===== src/verilog/lsuBusPkg.sv =====
`default_nettype none

package lsuBusPkg;

  //////////////////////////////
  // Widths
  //////////////////////////////

  // Data bus and physical address widths of the core
  localparam int XLEN = 32;
  localparam int PA_BITS = 32;

  // Number of low address bits that select a byte inside a bus word
  localparam int ByteOffset = $clog2(XLEN / 8);

  // A full-word transfer in funct3 size encoding
  localparam logic [2:0] WordSize = 3'(ByteOffset);

  // One word as it travels on the memory bus
  typedef logic [XLEN-1:0] busWordT;

  // A byte address in physical memory
  typedef logic [PA_BITS-1:0] physAdrT;

  //////////////////////////////
  // Requests
  //////////////////////////////

  // Request from the load/store stage
  // In rw, bit 1 asks for a read and bit 0 for a write
  typedef struct packed {
    physAdrT    adr;
    logic [1:0] rw;
    logic [2:0] funct3;
    logic       cacheable;
    busWordT    writeData;
  } lsuReqT;

  // Line request from the data cache, both strobes are levels
  typedef struct packed {
    physAdrT lineAdr;
    logic    fetchLine;
    logic    writeLine;
  } cacheReqT;

  // States of the bus sequencer
  typedef enum logic [2:0] {
    stReady,
    stUncachedRead,
    stUncachedWrite,
    stCpuBusyHold,
    stLineFetch,
    stLineWrite
  } busStateT;

endpackage

`default_nettype wire

===== src/verilog/lsuBus.sv =====
`default_nettype none

module lsuBus #(
  parameter int WordsPerLine = 4,
  parameter int LogWpl = 2,
  localparam int LineLen = WordsPerLine * lsuBusPkg::XLEN
) (
  input  logic                clk,
  input  logic                reset,
  // Load/store stage
  input  lsuBusPkg::lsuReqT   lsuReq,
  input  logic                ignoreRequest,
  input  logic                cpuBusy,
  output logic                busStall,
  output logic                busCommitted,
  // Data cache
  input  lsuBusPkg::cacheReqT cacheReq,
  input  logic [LineLen-1:0]  cacheLine,
  output logic                cacheBusAck,
  output logic [LineLen-1:0]  lineBuffer,
  output logic                selUncachedAdr,
  // Word-wide memory bus
  output logic                busRead,
  output logic                busWrite,
  output lsuBusPkg::physAdrT  busAdr,
  output logic [2:0]          busSize,
  output lsuBusPkg::busWordT  busWriteData,
  input  logic                busAck,
  input  lsuBusPkg::busWordT  busReadData,
  output logic [LogWpl-1:0]   wordCount
);

  // Line geometry is fixed here and handed down to the data path
  busDataPath #(
    .WordsPerLine(WordsPerLine),
    .LogWpl(LogWpl)
  ) u_busDataPath (
    .clk(clk),
    .reset(reset),
    .lsuReq(lsuReq),
    .ignoreRequest(ignoreRequest),
    .cpuBusy(cpuBusy),
    .busStall(busStall),
    .busCommitted(busCommitted),
    .cacheReq(cacheReq),
    .cacheLine(cacheLine),
    .cacheBusAck(cacheBusAck),
    .lineBuffer(lineBuffer),
    .selUncachedAdr(selUncachedAdr),
    .busRead(busRead),
    .busWrite(busWrite),
    .busAdr(busAdr),
    .busSize(busSize),
    .busWriteData(busWriteData),
    .busAck(busAck),
    .busReadData(busReadData),
    .wordCount(wordCount)
  );

endmodule

`default_nettype wire


===== src/verilog/busDataPath.sv =====
`default_nettype none

module busDataPath #(
  parameter int WordsPerLine = 4,
  parameter int LogWpl = 2,
  localparam int LineLen = WordsPerLine * lsuBusPkg::XLEN
) (
  input  logic                clk,
  input  logic                reset,
  // Pipeline side
  input  lsuBusPkg::lsuReqT   lsuReq,
  input  logic                ignoreRequest,
  input  logic                cpuBusy,
  output logic                busStall,
  output logic                busCommitted,
  // Cache side
  input  lsuBusPkg::cacheReqT cacheReq,
  input  logic [LineLen-1:0]  cacheLine,
  output logic                cacheBusAck,
  output logic [LineLen-1:0]  lineBuffer,
  output logic                selUncachedAdr,
  // Memory bus side
  output logic                busRead,
  output logic                busWrite,
  output lsuBusPkg::physAdrT  busAdr,
  output logic [2:0]          busSize,
  output lsuBusPkg::busWordT  busWriteData,
  input  logic                busAck,
  input  lsuBusPkg::busWordT  busReadData,
  output logic [LogWpl-1:0]   wordCount
);
  import lsuBusPkg::*;

  physAdrT localAdr;
  physAdrT wordOffset;
  busWordT lineWord;
  logic    selLineWord;

  //////////////////////////////
  // Address and size
  //////////////////////////////

  // Pipeline address for uncached accesses, line base address otherwise
  assign localAdr = selUncachedAdr ? lsuReq.adr : cacheReq.lineAdr;

  // Byte offset of the current word inside the line
  // Stays zero for uncached accesses since the count only moves on line traffic
  assign wordOffset = physAdrT'(wordCount) << ByteOffset;
  assign busAdr = localAdr + wordOffset;

  // Uncached accesses keep the size of the instruction
  assign busSize = selUncachedAdr ? lsuReq.funct3 : WordSize;

  //////////////////////////////
  // Write data
  //////////////////////////////

  // Word of the victim line that goes out next
  assign lineWord = cacheLine[wordCount*XLEN +: XLEN];

  assign busWriteData = selLineWord ? lineWord : lsuReq.writeData;

  //////////////////////////////
  // Fill buffer
  //////////////////////////////

  // Read data is valid in its acknowledge cycle and lands in the word the
  // count points at, the count moves on at the same edge
  always_ff @(posedge clk) begin
    if (busAck && busRead) begin
      lineBuffer[wordCount*XLEN +: XLEN] <= busReadData;
    end
  end

  // Sequencer for all bus transfers
  busFsm #(
    .WordsPerLine(WordsPerLine),
    .LogWpl(LogWpl)
  ) u_busFsm (
    .clk(clk),
    .reset(reset),
    .lsuRw(lsuReq.rw),
    .cacheable(lsuReq.cacheable),
    .ignoreRequest(ignoreRequest),
    .cpuBusy(cpuBusy),
    .fetchLine(cacheReq.fetchLine),
    .writeLine(cacheReq.writeLine),
    .busAck(busAck),
    .busRead(busRead),
    .busWrite(busWrite),
    .busStall(busStall),
    .busCommitted(busCommitted),
    .cacheBusAck(cacheBusAck),
    .selUncachedAdr(selUncachedAdr),
    .selLineWord(selLineWord),
    .wordCount(wordCount)
  );

endmodule

`default_nettype wire


===== src/verilog/busFsm.sv =====
`default_nettype none

module busFsm #(
  parameter int WordsPerLine = 4,
  parameter int LogWpl = 2
) (
  input  logic              clk,
  input  logic              reset,
  // Pipeline request fields
  input  logic [1:0]        lsuRw,
  input  logic              cacheable,
  input  logic              ignoreRequest,
  input  logic              cpuBusy,
  // Line requests from the data cache
  input  logic              fetchLine,
  input  logic              writeLine,
  // Memory bus handshake
  input  logic              busAck,
  output logic              busRead,
  output logic              busWrite,
  // Status back to the pipeline and the cache
  output logic              busStall,
  output logic              busCommitted,
  output logic              cacheBusAck,
  output logic              selUncachedAdr,
  output logic              selLineWord,
  output logic [LogWpl-1:0] wordCount
);
  import lsuBusPkg::*;

  // Count value of the final word of a line
  localparam logic [LogWpl-1:0] LastWord = LogWpl'(WordsPerLine - 1);

  busStateT state;
  busStateT nextState;

  // Kind of transfer being driven onto the bus in this cycle
  logic uncachedRead;
  logic uncachedWrite;
  logic lineFetch;
  logic lineWrite;
  logic uncachedXfer;
  logic lineXfer;
  logic lastAck;

  //////////////////////////////
  // Transfer decode
  //////////////////////////////

  // In stReady the transfer is picked straight from the requests, so the strobe
  // rises in the same cycle the request shows up
  always_comb begin
    uncachedRead = 1'b0;
    uncachedWrite = 1'b0;
    lineFetch = 1'b0;
    lineWrite = 1'b0;
    case (state)
      stReady: begin
        if (!ignoreRequest) begin
          // Uncached pipeline access wins over any line traffic
          if ((|lsuRw) && !cacheable) begin
            uncachedRead = lsuRw[1];
            uncachedWrite = ~lsuRw[1] & lsuRw[0];
          end else if (writeLine) begin
            // Dirty victim goes out before the new line comes in
            lineWrite = 1'b1;
          end else if (fetchLine) begin
            lineFetch = 1'b1;
          end
        end
      end
      stUncachedRead: uncachedRead = 1'b1;
      stUncachedWrite: uncachedWrite = 1'b1;
      stLineFetch: lineFetch = 1'b1;
      stLineWrite: lineWrite = 1'b1;
      default: begin
        // stCpuBusyHold keeps the bus idle
      end
    endcase
  end

  assign uncachedXfer = uncachedRead | uncachedWrite;
  assign lineXfer = lineFetch | lineWrite;

  // The acknowledge of the last word finishes a line
  assign lastAck = lineXfer & busAck & (wordCount == LastWord);

  //////////////////////////////
  // Next state
  //////////////////////////////

  always_comb begin
    nextState = state;
    case (state)
      stReady: begin
        if (uncachedXfer) begin
          // A zero wait state acknowledge completes the access right here
          if (!busAck) begin
            nextState = uncachedRead ? stUncachedRead : stUncachedWrite;
          end else if (cpuBusy) begin
            nextState = stCpuBusyHold;
          end
        end else if (lineWrite && !lastAck) begin
          nextState = stLineWrite;
        end else if (lineFetch && !lastAck) begin
          nextState = stLineFetch;
        end
      end
      stUncachedRead, stUncachedWrite: begin
        // Park while the pipeline is busy so the access is not issued twice
        if (busAck) begin
          nextState = cpuBusy ? stCpuBusyHold : stReady;
        end
      end
      stCpuBusyHold: begin
        if (!cpuBusy) begin
          nextState = stReady;
        end
      end
      stLineFetch, stLineWrite: begin
        if (lastAck) begin
          nextState = stReady;
        end
      end
      default: nextState = stReady;
    endcase
  end

  always_ff @(posedge clk) begin
    if (reset) begin
      state <= stReady;
    end else begin
      state <= nextState;
    end
  end

  // Word count walks through the line, wrapping to zero after the last word
  always_ff @(posedge clk) begin
    if (reset) begin
      wordCount <= '0;
    end else if (lineXfer && busAck) begin
      wordCount <= lastAck ? '0 : wordCount + 1'b1;
    end
  end

  //////////////////////////////
  // Outputs
  //////////////////////////////

  assign busRead = uncachedRead | lineFetch;
  assign busWrite = uncachedWrite | lineWrite;

  // Only uncached accesses hold the pipeline, line traffic is stalled by the cache
  assign busStall = uncachedXfer;
  assign busCommitted = (state != stReady);
  assign cacheBusAck = lastAck;

  // Bus address and size come from the pipeline during uncached accesses
  assign selUncachedAdr = uncachedXfer;
  assign selLineWord = lineWrite;   // write data from the victim line

endmodule

`default_nettype wire


===== config.mk =====
export PLATFORM = sky130hd
export DESIGN_NAME = lsuBus
export DESIGN_NICKNAME = d
export VERILOG_FILES = /design/src/verilog/lsuBusPkg.sv /design/src/verilog/lsuBus.sv /design/src/verilog/busDataPath.sv /design/src/verilog/busFsm.sv
export SDC_FILE = /design/constraint.sdc
export NUM_CORES = 1
export LEC_CHECK = 0
export ABC_CLOCK_PERIOD_IN_PS = 12200
export BUFFER_PORTS_ARGS = -buffer_cell sky130_fd_sc_hd__buf_2
export CORE_AREA = 2 2 181 183
export CTS_BUF_LIST = sky130_fd_sc_hd__clkbuf_2
export DETAILED_ROUTE_END_ITERATION = 8
export DIE_AREA = 0 0 183 185
export HOLD_SLACK_MARGIN = 0.12
export PLACE_DENSITY_LB_ADDON = 0.25
export SKIP_LAST_GASP = 1
export SLEW_MARGIN = 10
export SYNTH_ARGS = -nofsm -noshare
export SYNTH_HDL_FRONTEND = slang
export SYNTH_HIERARCHICAL = 1
export SYNTH_SLANG_ARGS = --single-unit

===== constraint.sdc =====
create_clock -name clk -period 12.2 [get_ports clk]
set_input_delay 3.05 -clock clk [delete_from_list [all_inputs] [get_ports clk]]
set_output_delay 3.05 -clock clk [all_outputs]
set_load 0.03 [all_outputs]

Word level (Yosys, flattened, before mapping)

Index checks and enable logic that the tools add are counted.

Register bits: 133
Input port bits: 269

Add/subtract/negate cells: 3
Equal/unequal tests: 11
Shift-type cells: 3
Mux-type cells: 31
Bitwise operators: 8
Reductions and logical operators: 13

Operators by type and width:

| cell                                                    | number |
|---|---|
| bitwise mux 128 bit                                     | 1 |
| variable shift 32 x 34 -> 128 bit, first input constant | 1 |
| indexed part select 128 x 8 -> 32 bit                   | 1 |
| indexed part select 32 x 34 -> 128 bit                  | 1 |
| two-way mux 32 bit                                      | 2 |
| negation 7 -> 34 bit                                    | 1 |
| adder 32 x 4 -> 32 bit                                  | 1 |
| two-way mux 3 bit                                       | 9 |
| case mux 3 bit (4 select lines)                         | 1 |
| two-way mux 1 bit                                       | 11 |
| case mux 1 bit (2 select lines)                         | 4 |
| == test 3 x 2 -> 1 bit, second input constant           | 2 |
| == test 3 bit, second input constant                    | 2 |
| two-way mux 2 bit                                       | 3 |
| != test 2 bit, second input constant                    | 3 |
| OR reduction 2 bit                                      | 3 |
| logical AND 1 bit                                       | 5 |
| AND reduction 5 bit                                     | 1 |
| != test 4 x 3 -> 1 bit, second input constant           | 1 |
| != test 4 bit, second input constant                    | 1 |
| OR 1 bit                                                | 4 |
| bitwise AND 1 bit                                       | 3 |
| == test 3 x 1 -> 1 bit, second input constant           | 1 |
| logical NOT 3 bit                                       | 1 |
| other kinds (5)                                         | 6 |

Logic depth before layout (Yosys ltp)

Gate-level depths: netlist (run 1).

Word-level depth: 14
Depth in mapped cells: 17

By module

The synthesis (run 1) kept the hierarchy.

Modules (own cells, without submodules):

| module      | instances | cells each | area each (um^2) | sequential area each (um^2) |
|---|---|---|---|---|
| busDataPath | 1         | 524        | 7174.4           | 3843.7 |
| busFsm      | 1         | 72         | 560.5            | 100.1 |

Worst setup path after synthesis (run 1)

OpenSTA, ideal clock, no wires.

Kind: input -> output
Start point: input port lsuReq[32] in the netlist's numbering
End point: output port busAdr[20]
Data arrival time: 7517 ps
Slack: 1633 ps
Stages: 17
Buffers on the path: 5
Cells stage by stage: nor2_1 -> o21a_1 -> nor3_1 -> a211oi_1 -> buf_4 -> buf_6 -> buf_2 -> buf_1 -> buf_2 -> mux2_2 -> ha_1 -> fa_1 -> nand4b_1 -> a21oi_1 -> nand3_1 -> a21oi_1 -> xnor2_1

Word-level cells in the longest chain between the ends: 8
Elaborated cells on any way between the ends: 11

RTL lines:

| item                            | line              | source |
|---|---|---|
| start: declaration              | lsuBus.sv:11      | `input lsuBusPkg::lsuReqT lsuReq,` |
| logical NOT 1 bit (*)           | busFsm.sv:61      | `if ((\|lsuRw) && !cacheable) begin` |
| logical AND 1 bit (*)           | busFsm.sv:61      |  |
| two-way mux 1 bit               | busFsm.sv:61      |  |
| two-way mux 1 bit               | busFsm.sv:59      | `if (!ignoreRequest) begin` |
| case mux 1 bit (2 select lines) | busFsm.sv:57      | `case (state)` |
| OR 1 bit (*)                    | busFsm.sv:82      | `assign uncachedXfer = uncachedRead \| uncachedWrite;` |
| net busStall                    | lsuBus.sv:14      | `output logic busStall,` |
| two-way mux 32 bit (*)          | busDataPath.sv:44 | `assign localAdr = selUncachedAdr ? lsuReq.adr : cacheReq.lineAdr;` |
| adder 32 x 4 -> 32 bit (*)      | busDataPath.sv:49 | `assign busAdr = localAdr + wordOffset;` |
| end: declaration                | lsuBus.sv:25      | `output lsuBusPkg::physAdrT busAdr,` |

Mark *: on every way through the listed nets, which the timed path passes. The rest lies on a longest branch.

Worst setup path after layout (run 1)

Start point: input port ignoreRequest
End point: output port busAdr[28]

Word-level cells in the longest chain between the ends: 5
Elaborated cells on any way between the ends: 7

RTL lines:

| item                            | line              | source |
|---|---|---|
| start: declaration              | lsuBus.sv:12      | `input logic ignoreRequest,` |
| two-way mux 1 bit               | busFsm.sv:59      |  |
| case mux 1 bit (2 select lines) | busFsm.sv:57      |  |
| OR 1 bit (*)                    | busFsm.sv:82      |  |
| two-way mux 32 bit (*)          | busDataPath.sv:44 |  |
| adder 32 x 4 -> 32 bit (*)      | busDataPath.sv:49 |  |

Every way passes the cells marked *; elsewhere a longest branch is shown, timed or not.

==> results of run 1 <==
## worst max path at each step
stage | to | slack (ps) | cells after the start
final | busAdr[28] | 2570 | 12
after global placement | busAdr[26] | 2840 | 12
after CTS | busAdr[28] | 2690 | 12
after detailed placement | busAdr[28] | 2700 | 12
after global routing | busAdr[28] | 2340 | 12
after floorplan | busAdr[20] | 1630 | 17
## routing by layer
layer  up-vias  part of all wire (%)  global-route usage [%]
met3        31                   7.8                    4.88
met1      3205                    40                    20.3
met5         -                 0.080                       0
met2       331                    50                    29.4
li1       3158                     -                       -
met4         4                   1.5                    5.60
## synthesized netlist by cell type (all sizes together), types with 12 or more instances
master,count,area share (%)
mux2,36,5.2
and2,131,11
nand2,17,0.82
mux2i,22,2.8
buf,14,1.0
a21oi,16,1.1
edfxtp,128,50
nand3,16,1.1
xnor2,17,1.9
nor2,16,0.78
xor2,12,1.4
mux4,32,9.3
nor3,12,0.97
clkbuf,22,1.1
## per-stage QoR
step                utilization, %  total power (uW)
global placement              32.9              1350
floorplan                        -              1120
detailed placement            32.9              1350
global route                  33.8              1690
CTS                           33.7              1610
finish                        33.8              1600
## flip-flops by register name, summed over array words and instances (netlist names)
| signal | cells |
|---|---|
| u_busDataPath/lineBuffer | 128 |
| u_busDataPath/u_busFsm/wordCount | 2 |
| u_busDataPath/u_busFsm/state | 3 |
## cell families after synthesis
| kind of cell | after synthesis |
|---|---|
| and+or+nand+nor | 242 |
| DFF | 133 |
| muxes | 90 |
| AOI/OAI and AO/OA | 52 |
| buffers and inverters | 41 |
| xor gates and xnor gates | 29 |
| adders and majority gates | 9 |
## worst max-delay path, delay by kind of cell
family | cells | cell delay (ps)
buffers and inverters | 3 | 1030
XOR/XNOR | 1 | 160
AND/OR/NAND/NOR | 5 | 1290
AO/OA/AOI/OAI | 3 | 1010
## final cells by class
type / count / area share [%]
clock inverters: 15 / 1.47
inverters: 5 / 0.173
multi-input cells: 422 / 33.8
diodes: 11 / 0.254
clock buffers: 17 / 0.786
well taps: 408 / 4.72
repair buffers: 479 / 22.3
flip-flops and latches: 133 / 36.5
## cell usage in the layout (no fill, tap or decap), types with 3 or more instances in the layout
| cell type | instances |
|---|---|
| sky130_fd_sc_hd__buf_2 | 471 |
| sky130_fd_sc_hd__and2_1 | 131 |
| sky130_fd_sc_hd__edfxtp_1 | 128 |
| sky130_fd_sc_hd__mux2_2 | 36 |
| sky130_fd_sc_hd__mux4_2 | 32 |
| sky130_fd_sc_hd__mux2i_1 | 22 |
| sky130_fd_sc_hd__clkbuf_2 | 17 |
| sky130_fd_sc_hd__nand2_1 | 17 |
| sky130_fd_sc_hd__xnor2_1 | 17 |
| sky130_fd_sc_hd__nor2_1 | 16 |
| sky130_fd_sc_hd__nand3_1 | 15 |
| sky130_fd_sc_hd__a21oi_1 | 14 |
| sky130_fd_sc_hd__xor2_1 | 12 |
| sky130_fd_sc_hd__diode_2 | 11 |
| sky130_fd_sc_hd__nor2b_1 | 9 |
| sky130_fd_sc_hd__buf_4 | 8 |
| sky130_fd_sc_hd__nor3_1 | 8 |
| sky130_fd_sc_hd__ha_1 | 8 |
| sky130_fd_sc_hd__inv_6 | 6 |
| sky130_fd_sc_hd__nand3b_1 | 6 |
| sky130_fd_sc_hd__nand4_1 | 6 |
| sky130_fd_sc_hd__o21ai_0 | 6 |
| sky130_fd_sc_hd__inv_1 | 5 |
| sky130_fd_sc_hd__a32oi_1 | 5 |
| sky130_fd_sc_hd__nand2b_1 | 5 |
| sky130_fd_sc_hd__clkinv_8 | 4 |
| sky130_fd_sc_hd__clkinvlp_4 | 4 |
| sky130_fd_sc_hd__nor3b_2 | 4 |
| sky130_fd_sc_hd__and3_2 | 4 |
| sky130_fd_sc_hd__nor3_2 | 4 |
| sky130_fd_sc_hd__nand4b_1 | 3 |
| sky130_fd_sc_hd__dfxtp_1 | 3 |
## power by group
group          internal (uW)  switching, uW
registers                544           21.6
clock network           64.7            195
logic                    275            499
==> flow_summary_export.csv, run 1 <==
group,metric,value,unit
sta,finalMaxSlewViolations,0,
sta,setup_repair_after_global_routing_missed_its_margin,"no",
critical_path,reg2reg_setup_slack,9110,ps
synth,synth.distinct_cells,62,
floorplanning,core_area,32000,um2
sta,setup_violation_total_in_the_final_timing_report,0,
synth,synth_area,7730,um2
clock_tree,buffer_levels_on_the_longest_clock_path,2,
critical_path,critical_path.slowest_cell,"sky130_fd_sc_hd__buf_4",
critical_path,r2r.worst_path.cells,6,
critical_path,worst_ep_arrival_time,6580,ps
clock_tree,cts_repair_resize_count,0,
synth,avgSynthCellArea,13.0,um2
placement,numPortBuffers,471,
clock_tree,clkTransAtPathRegs,230,ps
sta,max_slew_margin,36.9,%
drt,routed_wire_length_per_instance,20.2,um
floorplanning,number_of_placement_rows,66,
floorplanning,initial_core_util,24.1,%
critical_path,end_kind,"primary output",
synth,number_of_flops_mapped_to_enable_cells_by_yosys,128,
synth,synth_simple_gate_area_share,19.3,%
synth,synth_adder_area_share,1.55,%
final_layout,design.final.nets,1336,
placement,detailedPlace.worstSlack,2700,ps
job,cap_violations,0,
hold_path,min_from,"u_busDataPath/u_busFsm/state[0]",
critical_path,crit-reg2reg-launch,"u_busDataPath/u_busFsm/wordCount[0]",
synth,synthXorXnorAreaFrac,3.28,%
grt,global_route.usage.total,17.0,%
final_layout,post-route-cell-area,10800,um2
grt,grt_pass1_vias,6813,
final_layout,final-instance-count-excl-fill,1490,
power,power_per_cell_area,148,nW/um2
drt,overall_via_count_from_detail_route,6729,
sta,timing.final.hold_violations,0,
clock_tree,cts_num_sinks,133,
synth,synth.mux.area_fraction,17.4,%
critical_path,critical_path.startpoint_type,"input port",
synth,total_nets_after_synthesis,874,
final_layout,post_route_cells_drive_above_1_share,56.7,%
grt,wire_length_of_the_first_global_routing_pass,42500,um
sta,final.min_clock_period,9630,ps
synth,largest_family_of_logic_cells_by_synthesized_area,"simple AND/OR/NAND/NOR gates",
floorplanning,fp.dieW,183,um
clock_tree,cts_tree,"done",
sta,fin_hold_ws,809,ps
grt,gr-total-overflow,0,
sta,setup_ws,2570,ps
critical_path,source_of_the_critical_timing_path,"ignoreRequest",
power,ir_worst_vdd,0.0814,mV
synth,async_reset_ff_share,0,%
drt,postRouteWirelength,30100,um
critical_path,crit_path_max_fanout,74,
critical_path,critical_path.cell_chain,"buf_2 -> nor2_1 -> o21a_1 -> nor3_1 -> a211oi_4 -> buf_4 -> nand4_1 -> a222oi_1 -> nand3_1 -> nor4_2 -> xnor2_1 -> buf_2",
synth,yosys_register_bits,133,
final_layout,fillerInstances,3342,
placement,placed_cells_incl_taps,1447,
critical_path,worstPathRequired,9150,ps
clock_tree,cts-hold-fix-buffers,0,
grt,antenna_found_initial,13,
clock_tree,post_cts_setup_inserts,0,
outcome,status,"finished clean",
drt,post_drt_via_cell_ratio,4.52,
final_layout,multi_input_area,3660,um2
placement,placement.cell_area,10600,um2
synth,ys.flop_type,"sky130_fd_sc_hd__edfxtp_1",
final_layout,seq_area,3950,um2
power,power.static_leakage,0.00430,uW
hold_path,hold_class,"reg -> reg",
critical_path,critical_path_class,"in -> out",
drt,drt_first_pass_iters,6,
drt,ant_nets,0,
sta,timing.final.crit_share,79.0,%
synth,synth_compound_gate_area_share,5.10,%
floorplanning,top_level_ports,472,
grt,largest_net_degree_at_the_start_of_global_routing,75,
clock_tree,clockRootBuffer,"sky130_fd_sc_hd__clkbuf_2",
final_layout,flow.area_growth_from_synthesis,39.9,%
synth,post_synth_inst_count,596,
sta,fin_skew,27.7,ps
drt,drc,0,
hold_path,worst_hold_path.endpoint,"u_busDataPath/u_busFsm/state[0]",
drt,first_iter_violations,384,
critical_path,path_common_cell,"sky130_fd_sc_hd__buf_2",
hold_path,holdPathStages,2,
clock_tree,clock_tree.htree_level_count,4,
sta,timing.fmax,104,MHz
synth,yosys_warnings,6,
placement,dp_hpwl,23800,um
sta,finalSetupTns,0,ps
floorplanning,die_h,185,um
clock_tree,clock_insertion_delay_worst_skew,670,ps
synth,sequential_cell_area_fraction_in_the_yosys_report,51.0,%
critical_path,rr_endpoint,"u_busDataPath/lineBuffer[67]",
sta,timing_worst_slew_pin_value,947,ps
critical_path,max_stage_delay,670,ps
placement,gp_congestion,0.901,
clock_tree,cts_buffers,17,
floorplanning,dieArea,33900,um2
Note: power is estimated with default switching activity, not from simulation.
==> run 2: changes to the inputs <==
ABC_AREA = 1   (was default)
ABC_CLOCK_PERIOD_IN_PS = 8200   (was 12200)
CORE_AREA = 2 2 185 187   (was 2 2 181 183)
DIE_AREA = 0 0 187 189   (was 0 0 183 185)
clock period = 8.2 ns   (was 12.2 ns; I/O delays follow)
==> flow_summary_export.csv, run 2 <==
group,metric,value,unit
synth,ys.flop_type,"sky130_fd_sc_hd__edfxtp_1",
drt,routed_wire_length_per_instance,16.2,um
synth,synth.distinct_cells,34,
synth,post-synth-top-area-fraction,48.6,%
drt,first_iter_violations,467,
synth,yosys_register_bits,133,
final_layout,flow.area_growth_from_synthesis,38.6,%
power,power.static_leakage,0.00521,uW
clock_tree,cts_num_sinks,133,
final_layout,final-instance-count-excl-fill,1919,
final_layout,final_core_util,32.9,%
final_layout,post-route-cell-area,11000,um2
floorplanning,dieArea,35300,um2
clock_tree,clock_tree.htree_level_count,4,
clock_tree,cts_buffers,17,
clock_tree,post_cts_setup_inserts,0,
synth,synth_compound_gate_area_share,7.55,%
floorplanning,core_area,33300,um2
grt,wire_length_of_the_first_global_routing_pass,47200,um
sta,timing_worst_slew_pin_value,1050,ps
power,sw_frac_of_total,48.6,%
power,power_frac_seq,32.9,%
synth,post_synth_inst_count,1005,
critical_path,worstPathRequired,6150,ps
clock_tree,clock_insertion_delay_worst_skew,680,ps
final_layout,registers.top_by_ff_count,"u_busDataPath/lineBuffer",
sta,setup_ws,1540,ps
synth,yosysMostFrequentCell,"sky130_fd_sc_hd__nor2_1",
placement,gp_congestion,0.939,
placement,dp_hpwl,23800,um
sta,timing.final.crit_share,81.2,%
sta,finalSetupTns,0,ps
clock_tree,buffer_levels_on_the_longest_clock_path,2,
synth,yosys_warnings,6,
placement,numPortBuffers,471,
sta,fin_skew,28.3,ps
grt,global_route.usage.total,17.3,%
power,power_switching,1210,uW
grt,grt_pass1_vias,8209,
power,ir_worst_vdd,0.161,mV
drt,ant_nets,0,
critical_path,crit_path_max_fanout,33,
clock_tree,cts-hold-fix-buffers,0,
critical_path,critical_path_class,"in -> out",
sta,final.min_clock_period,6660,ps
synth,avgSynthCellArea,7.87,um2
synth,synthXorXnorAreaFrac,1.77,%
floorplanning,top_level_ports,472,
grt,antenna_found_initial,4,
floorplanning,die_h,189,um
grt,largest_net_degree_at_the_start_of_global_routing,72,
drt,post_drt_via_cell_ratio,4.34,
floorplanning,initial_core_util,23.8,%
final_layout,largest_register_ffs,128,
grt,gr-total-overflow,0,
sta,setup_repair_after_global_routing_missed_its_margin,"no",
synth,yosysTopAreaCell,"sky130_fd_sc_hd__edfxtp_1",
critical_path,end_kind,"primary output",
synth,total_nets_after_synthesis,1283,
final_layout,post_route_cells_drive_above_1_share,38.7,%
job,cap_violations,0,
placement,placement.cell_area,10700,um2
final_layout,layout.cells.most_common_list,"sky130_fd_sc_hd__buf_2 (471), sky130_fd_sc_hd__nor2_1 (277), sky130_fd_sc_hd__nand2_1 (196)",
sta,finalMaxSlewViolations,0,
power,share_clk_of_total_power,16.7,%
critical_path,critical_path.slowest_cell,"sky130_fd_sc_hd__fa_1",
synth,async_reset_ff_share,0,%
clock_tree,clkTransAtPathRegs,210,ps
power,power.share.combinational,50.4,%
drt,postRouteWirelength,31200,um
sta,timing.final.hold_violations,0,
placement,detailedPlace.worstSlack,1530,ps
synth,sequential_cell_area_fraction_in_the_yosys_report,49.9,%
floorplanning,number_of_placement_rows,67,
synth,synth.mux.area_fraction,0,%
synth,post_synth_main_area_contributors,"sky130_fd_sc_hd__edfxtp_1 (49%), sky130_fd_sc_hd__nor2_1 (13%), sky130_fd_sc_hd__nand2_1 (9.3%), sky130_fd_sc_hd__o21ai_0 (4.4%), sky130_fd_sc_hd__inv_1 (4.0%)",
clock_tree,cts_tree,"done",
critical_path,critical_path.cell_chain,"buf_2 -> inv_1 -> nand3_1 -> nand2_1 -> nand2_1 -> nand3_2 -> clkinv_4 -> nand2_1 -> nand2_1 -> ha_1 -> fa_1 -> nand3_1 -> inv_1 -> nand2_2 -> inv_1 -> nand2_1 -> nand2_1 -> nand2_1 -> buf_2",
floorplanning,fp.dieW,187,um
placement,placed_cells_incl_taps,1884,
drt,drc,0,
sta,timing.fmax,150,MHz
drt,overall_via_count_from_detail_route,8326,
final_layout,reg.largest.list,"u_busDataPath/lineBuffer: 128 flops, u_busDataPath/u_busFsm/state: 3 flops, u_busDataPath/u_busFsm/wordCount: 2 flops",
synth,largest_family_of_logic_cells_by_synthesized_area,"simple AND/OR/NAND/NOR gates",
drt,drt_first_pass_iters,5,
critical_path,critical_path.startpoint_type,"input port",
sta,max_slew_margin,29.8,%
power,power_per_cell_area,227,nW/um2
synth,synth_adder_area_share,1.52,%
clock_tree,clockRootBuffer,"sky130_fd_sc_hd__clkbuf_2",
synth,number_of_flops_mapped_to_enable_cells_by_yosys,128,
power,cell_internal_pwr,1280,uW
outcome,status,"finished clean",
synth,synth_area,7910,um2
synth,synth_commonest_cells,"sky130_fd_sc_hd__nor2_1 (281), sky130_fd_sc_hd__nand2_1 (197), sky130_fd_sc_hd__edfxtp_1 (128)",
final_layout,design.final.nets,1733,
hold_path,hold_class,"reg -> reg",
final_layout,leading_cell_type_in_the_layout_fill_and_taps_excluded,"sky130_fd_sc_hd__buf_2",
critical_path,worst_ep_arrival_time,4610,ps
clock_tree,cts_repair_resize_count,0,
critical_path,max_stage_delay,420,ps
synth,synth_simple_gate_area_share,31.8,%
critical_path,path_common_cell,"sky130_fd_sc_hd__nand2_1",
sta,setup_violation_total_in_the_final_timing_report,0,
[run 2: cell types whose count changed in the layout (fill, tap and decap cells not counted), moves of 46 or more]
cell / previous run / this run
sky130_fd_sc_hd__nor2_1: 16 / 277
sky130_fd_sc_hd__and2_1: 131 / 0
sky130_fd_sc_hd__inv_1: 5 / 82
sky130_fd_sc_hd__nand2_1: 17 / 196
sky130_fd_sc_hd__nor3_1: 8 / 54
sky130_fd_sc_hd__o21ai_0: 6 / 70
[run 2: critical path: cells and delay by family]
family	cells	cell delay (ps)
adder cells (fa/ha/maj)	2	620
buffers and inverters	6	790
AND/OR/NAND/NOR	11	1150
[run 2: final cells by class]
type / instances / area [um2]
well taps: 448 / 561
flip-flops and latches: 133 / 3950
fillers: 3653 / 22300
clock buffers: 17 / 85.1
clock inverters: 14 / 155
inverters: 86 / 328
diodes: 4 / 10.0
multi-input cells: 732 / 3410
repair buffers: 485 / 2460
[run 2: kinds of logic (layout without fill, tap and decap cells)]
logic type                 count (synthesis)  count (layout)
AOI/OAI and AO/OA                        110             110
xor gates and xnor gates                  16              16
adders and majority gates                  9               9
buffers and inverters                    140             602
DFF                                      133             133
other                                      0               4
and+or+nand+nor                          597             597
[run 2: stage by stage]
stage                     power, uW  hold WS [ps]
after global placement         2100           613
after global routing           2670           730
after CTS                      2530           659
after floorplan                1740           580
final                          2490           658
after detailed placement       2100           618
[run 2: path summary, 6_finish.rpt]
kind	from	slack, ps	endpoint	depth (start not counted)
max	ignoreRequest	1540	busAdr[26]	19
min	u_busDataPath/u_busFsm/state[1]	660	u_busDataPath/u_busFsm/state[1]	4
max reg2reg	u_busDataPath/u_busFsm/wordCount[1]	4980	u_busDataPath/lineBuffer[30]	7
min reg2reg	u_busDataPath/u_busFsm/state[1]	660	u_busDataPath/u_busFsm/state[1]	4
[run 2: power groups by stage]
stage | clock, uW | combinational [uW] | sequential, uW
after detailed placement | 0 | 1260 | 835
final | 417 | 1250 | 819
after CTS | 441 | 1270 | 820
after global routing | 463 | 1380 | 825
after global placement | 0 | 1270 | 835
after floorplan | 0 | 842 | 897
[run 2: layer usage]
layer,wire length (um),vias to the layer above,global-route usage [%],part of all wire [%]
met1,13700,3755,21.9,44
met2,14800,362,29.3,47
met3,2240,30,4.10,7.2
met4,499,0,4.82,1.6
met5,0,-,0,0
li1,-,4179,-,-
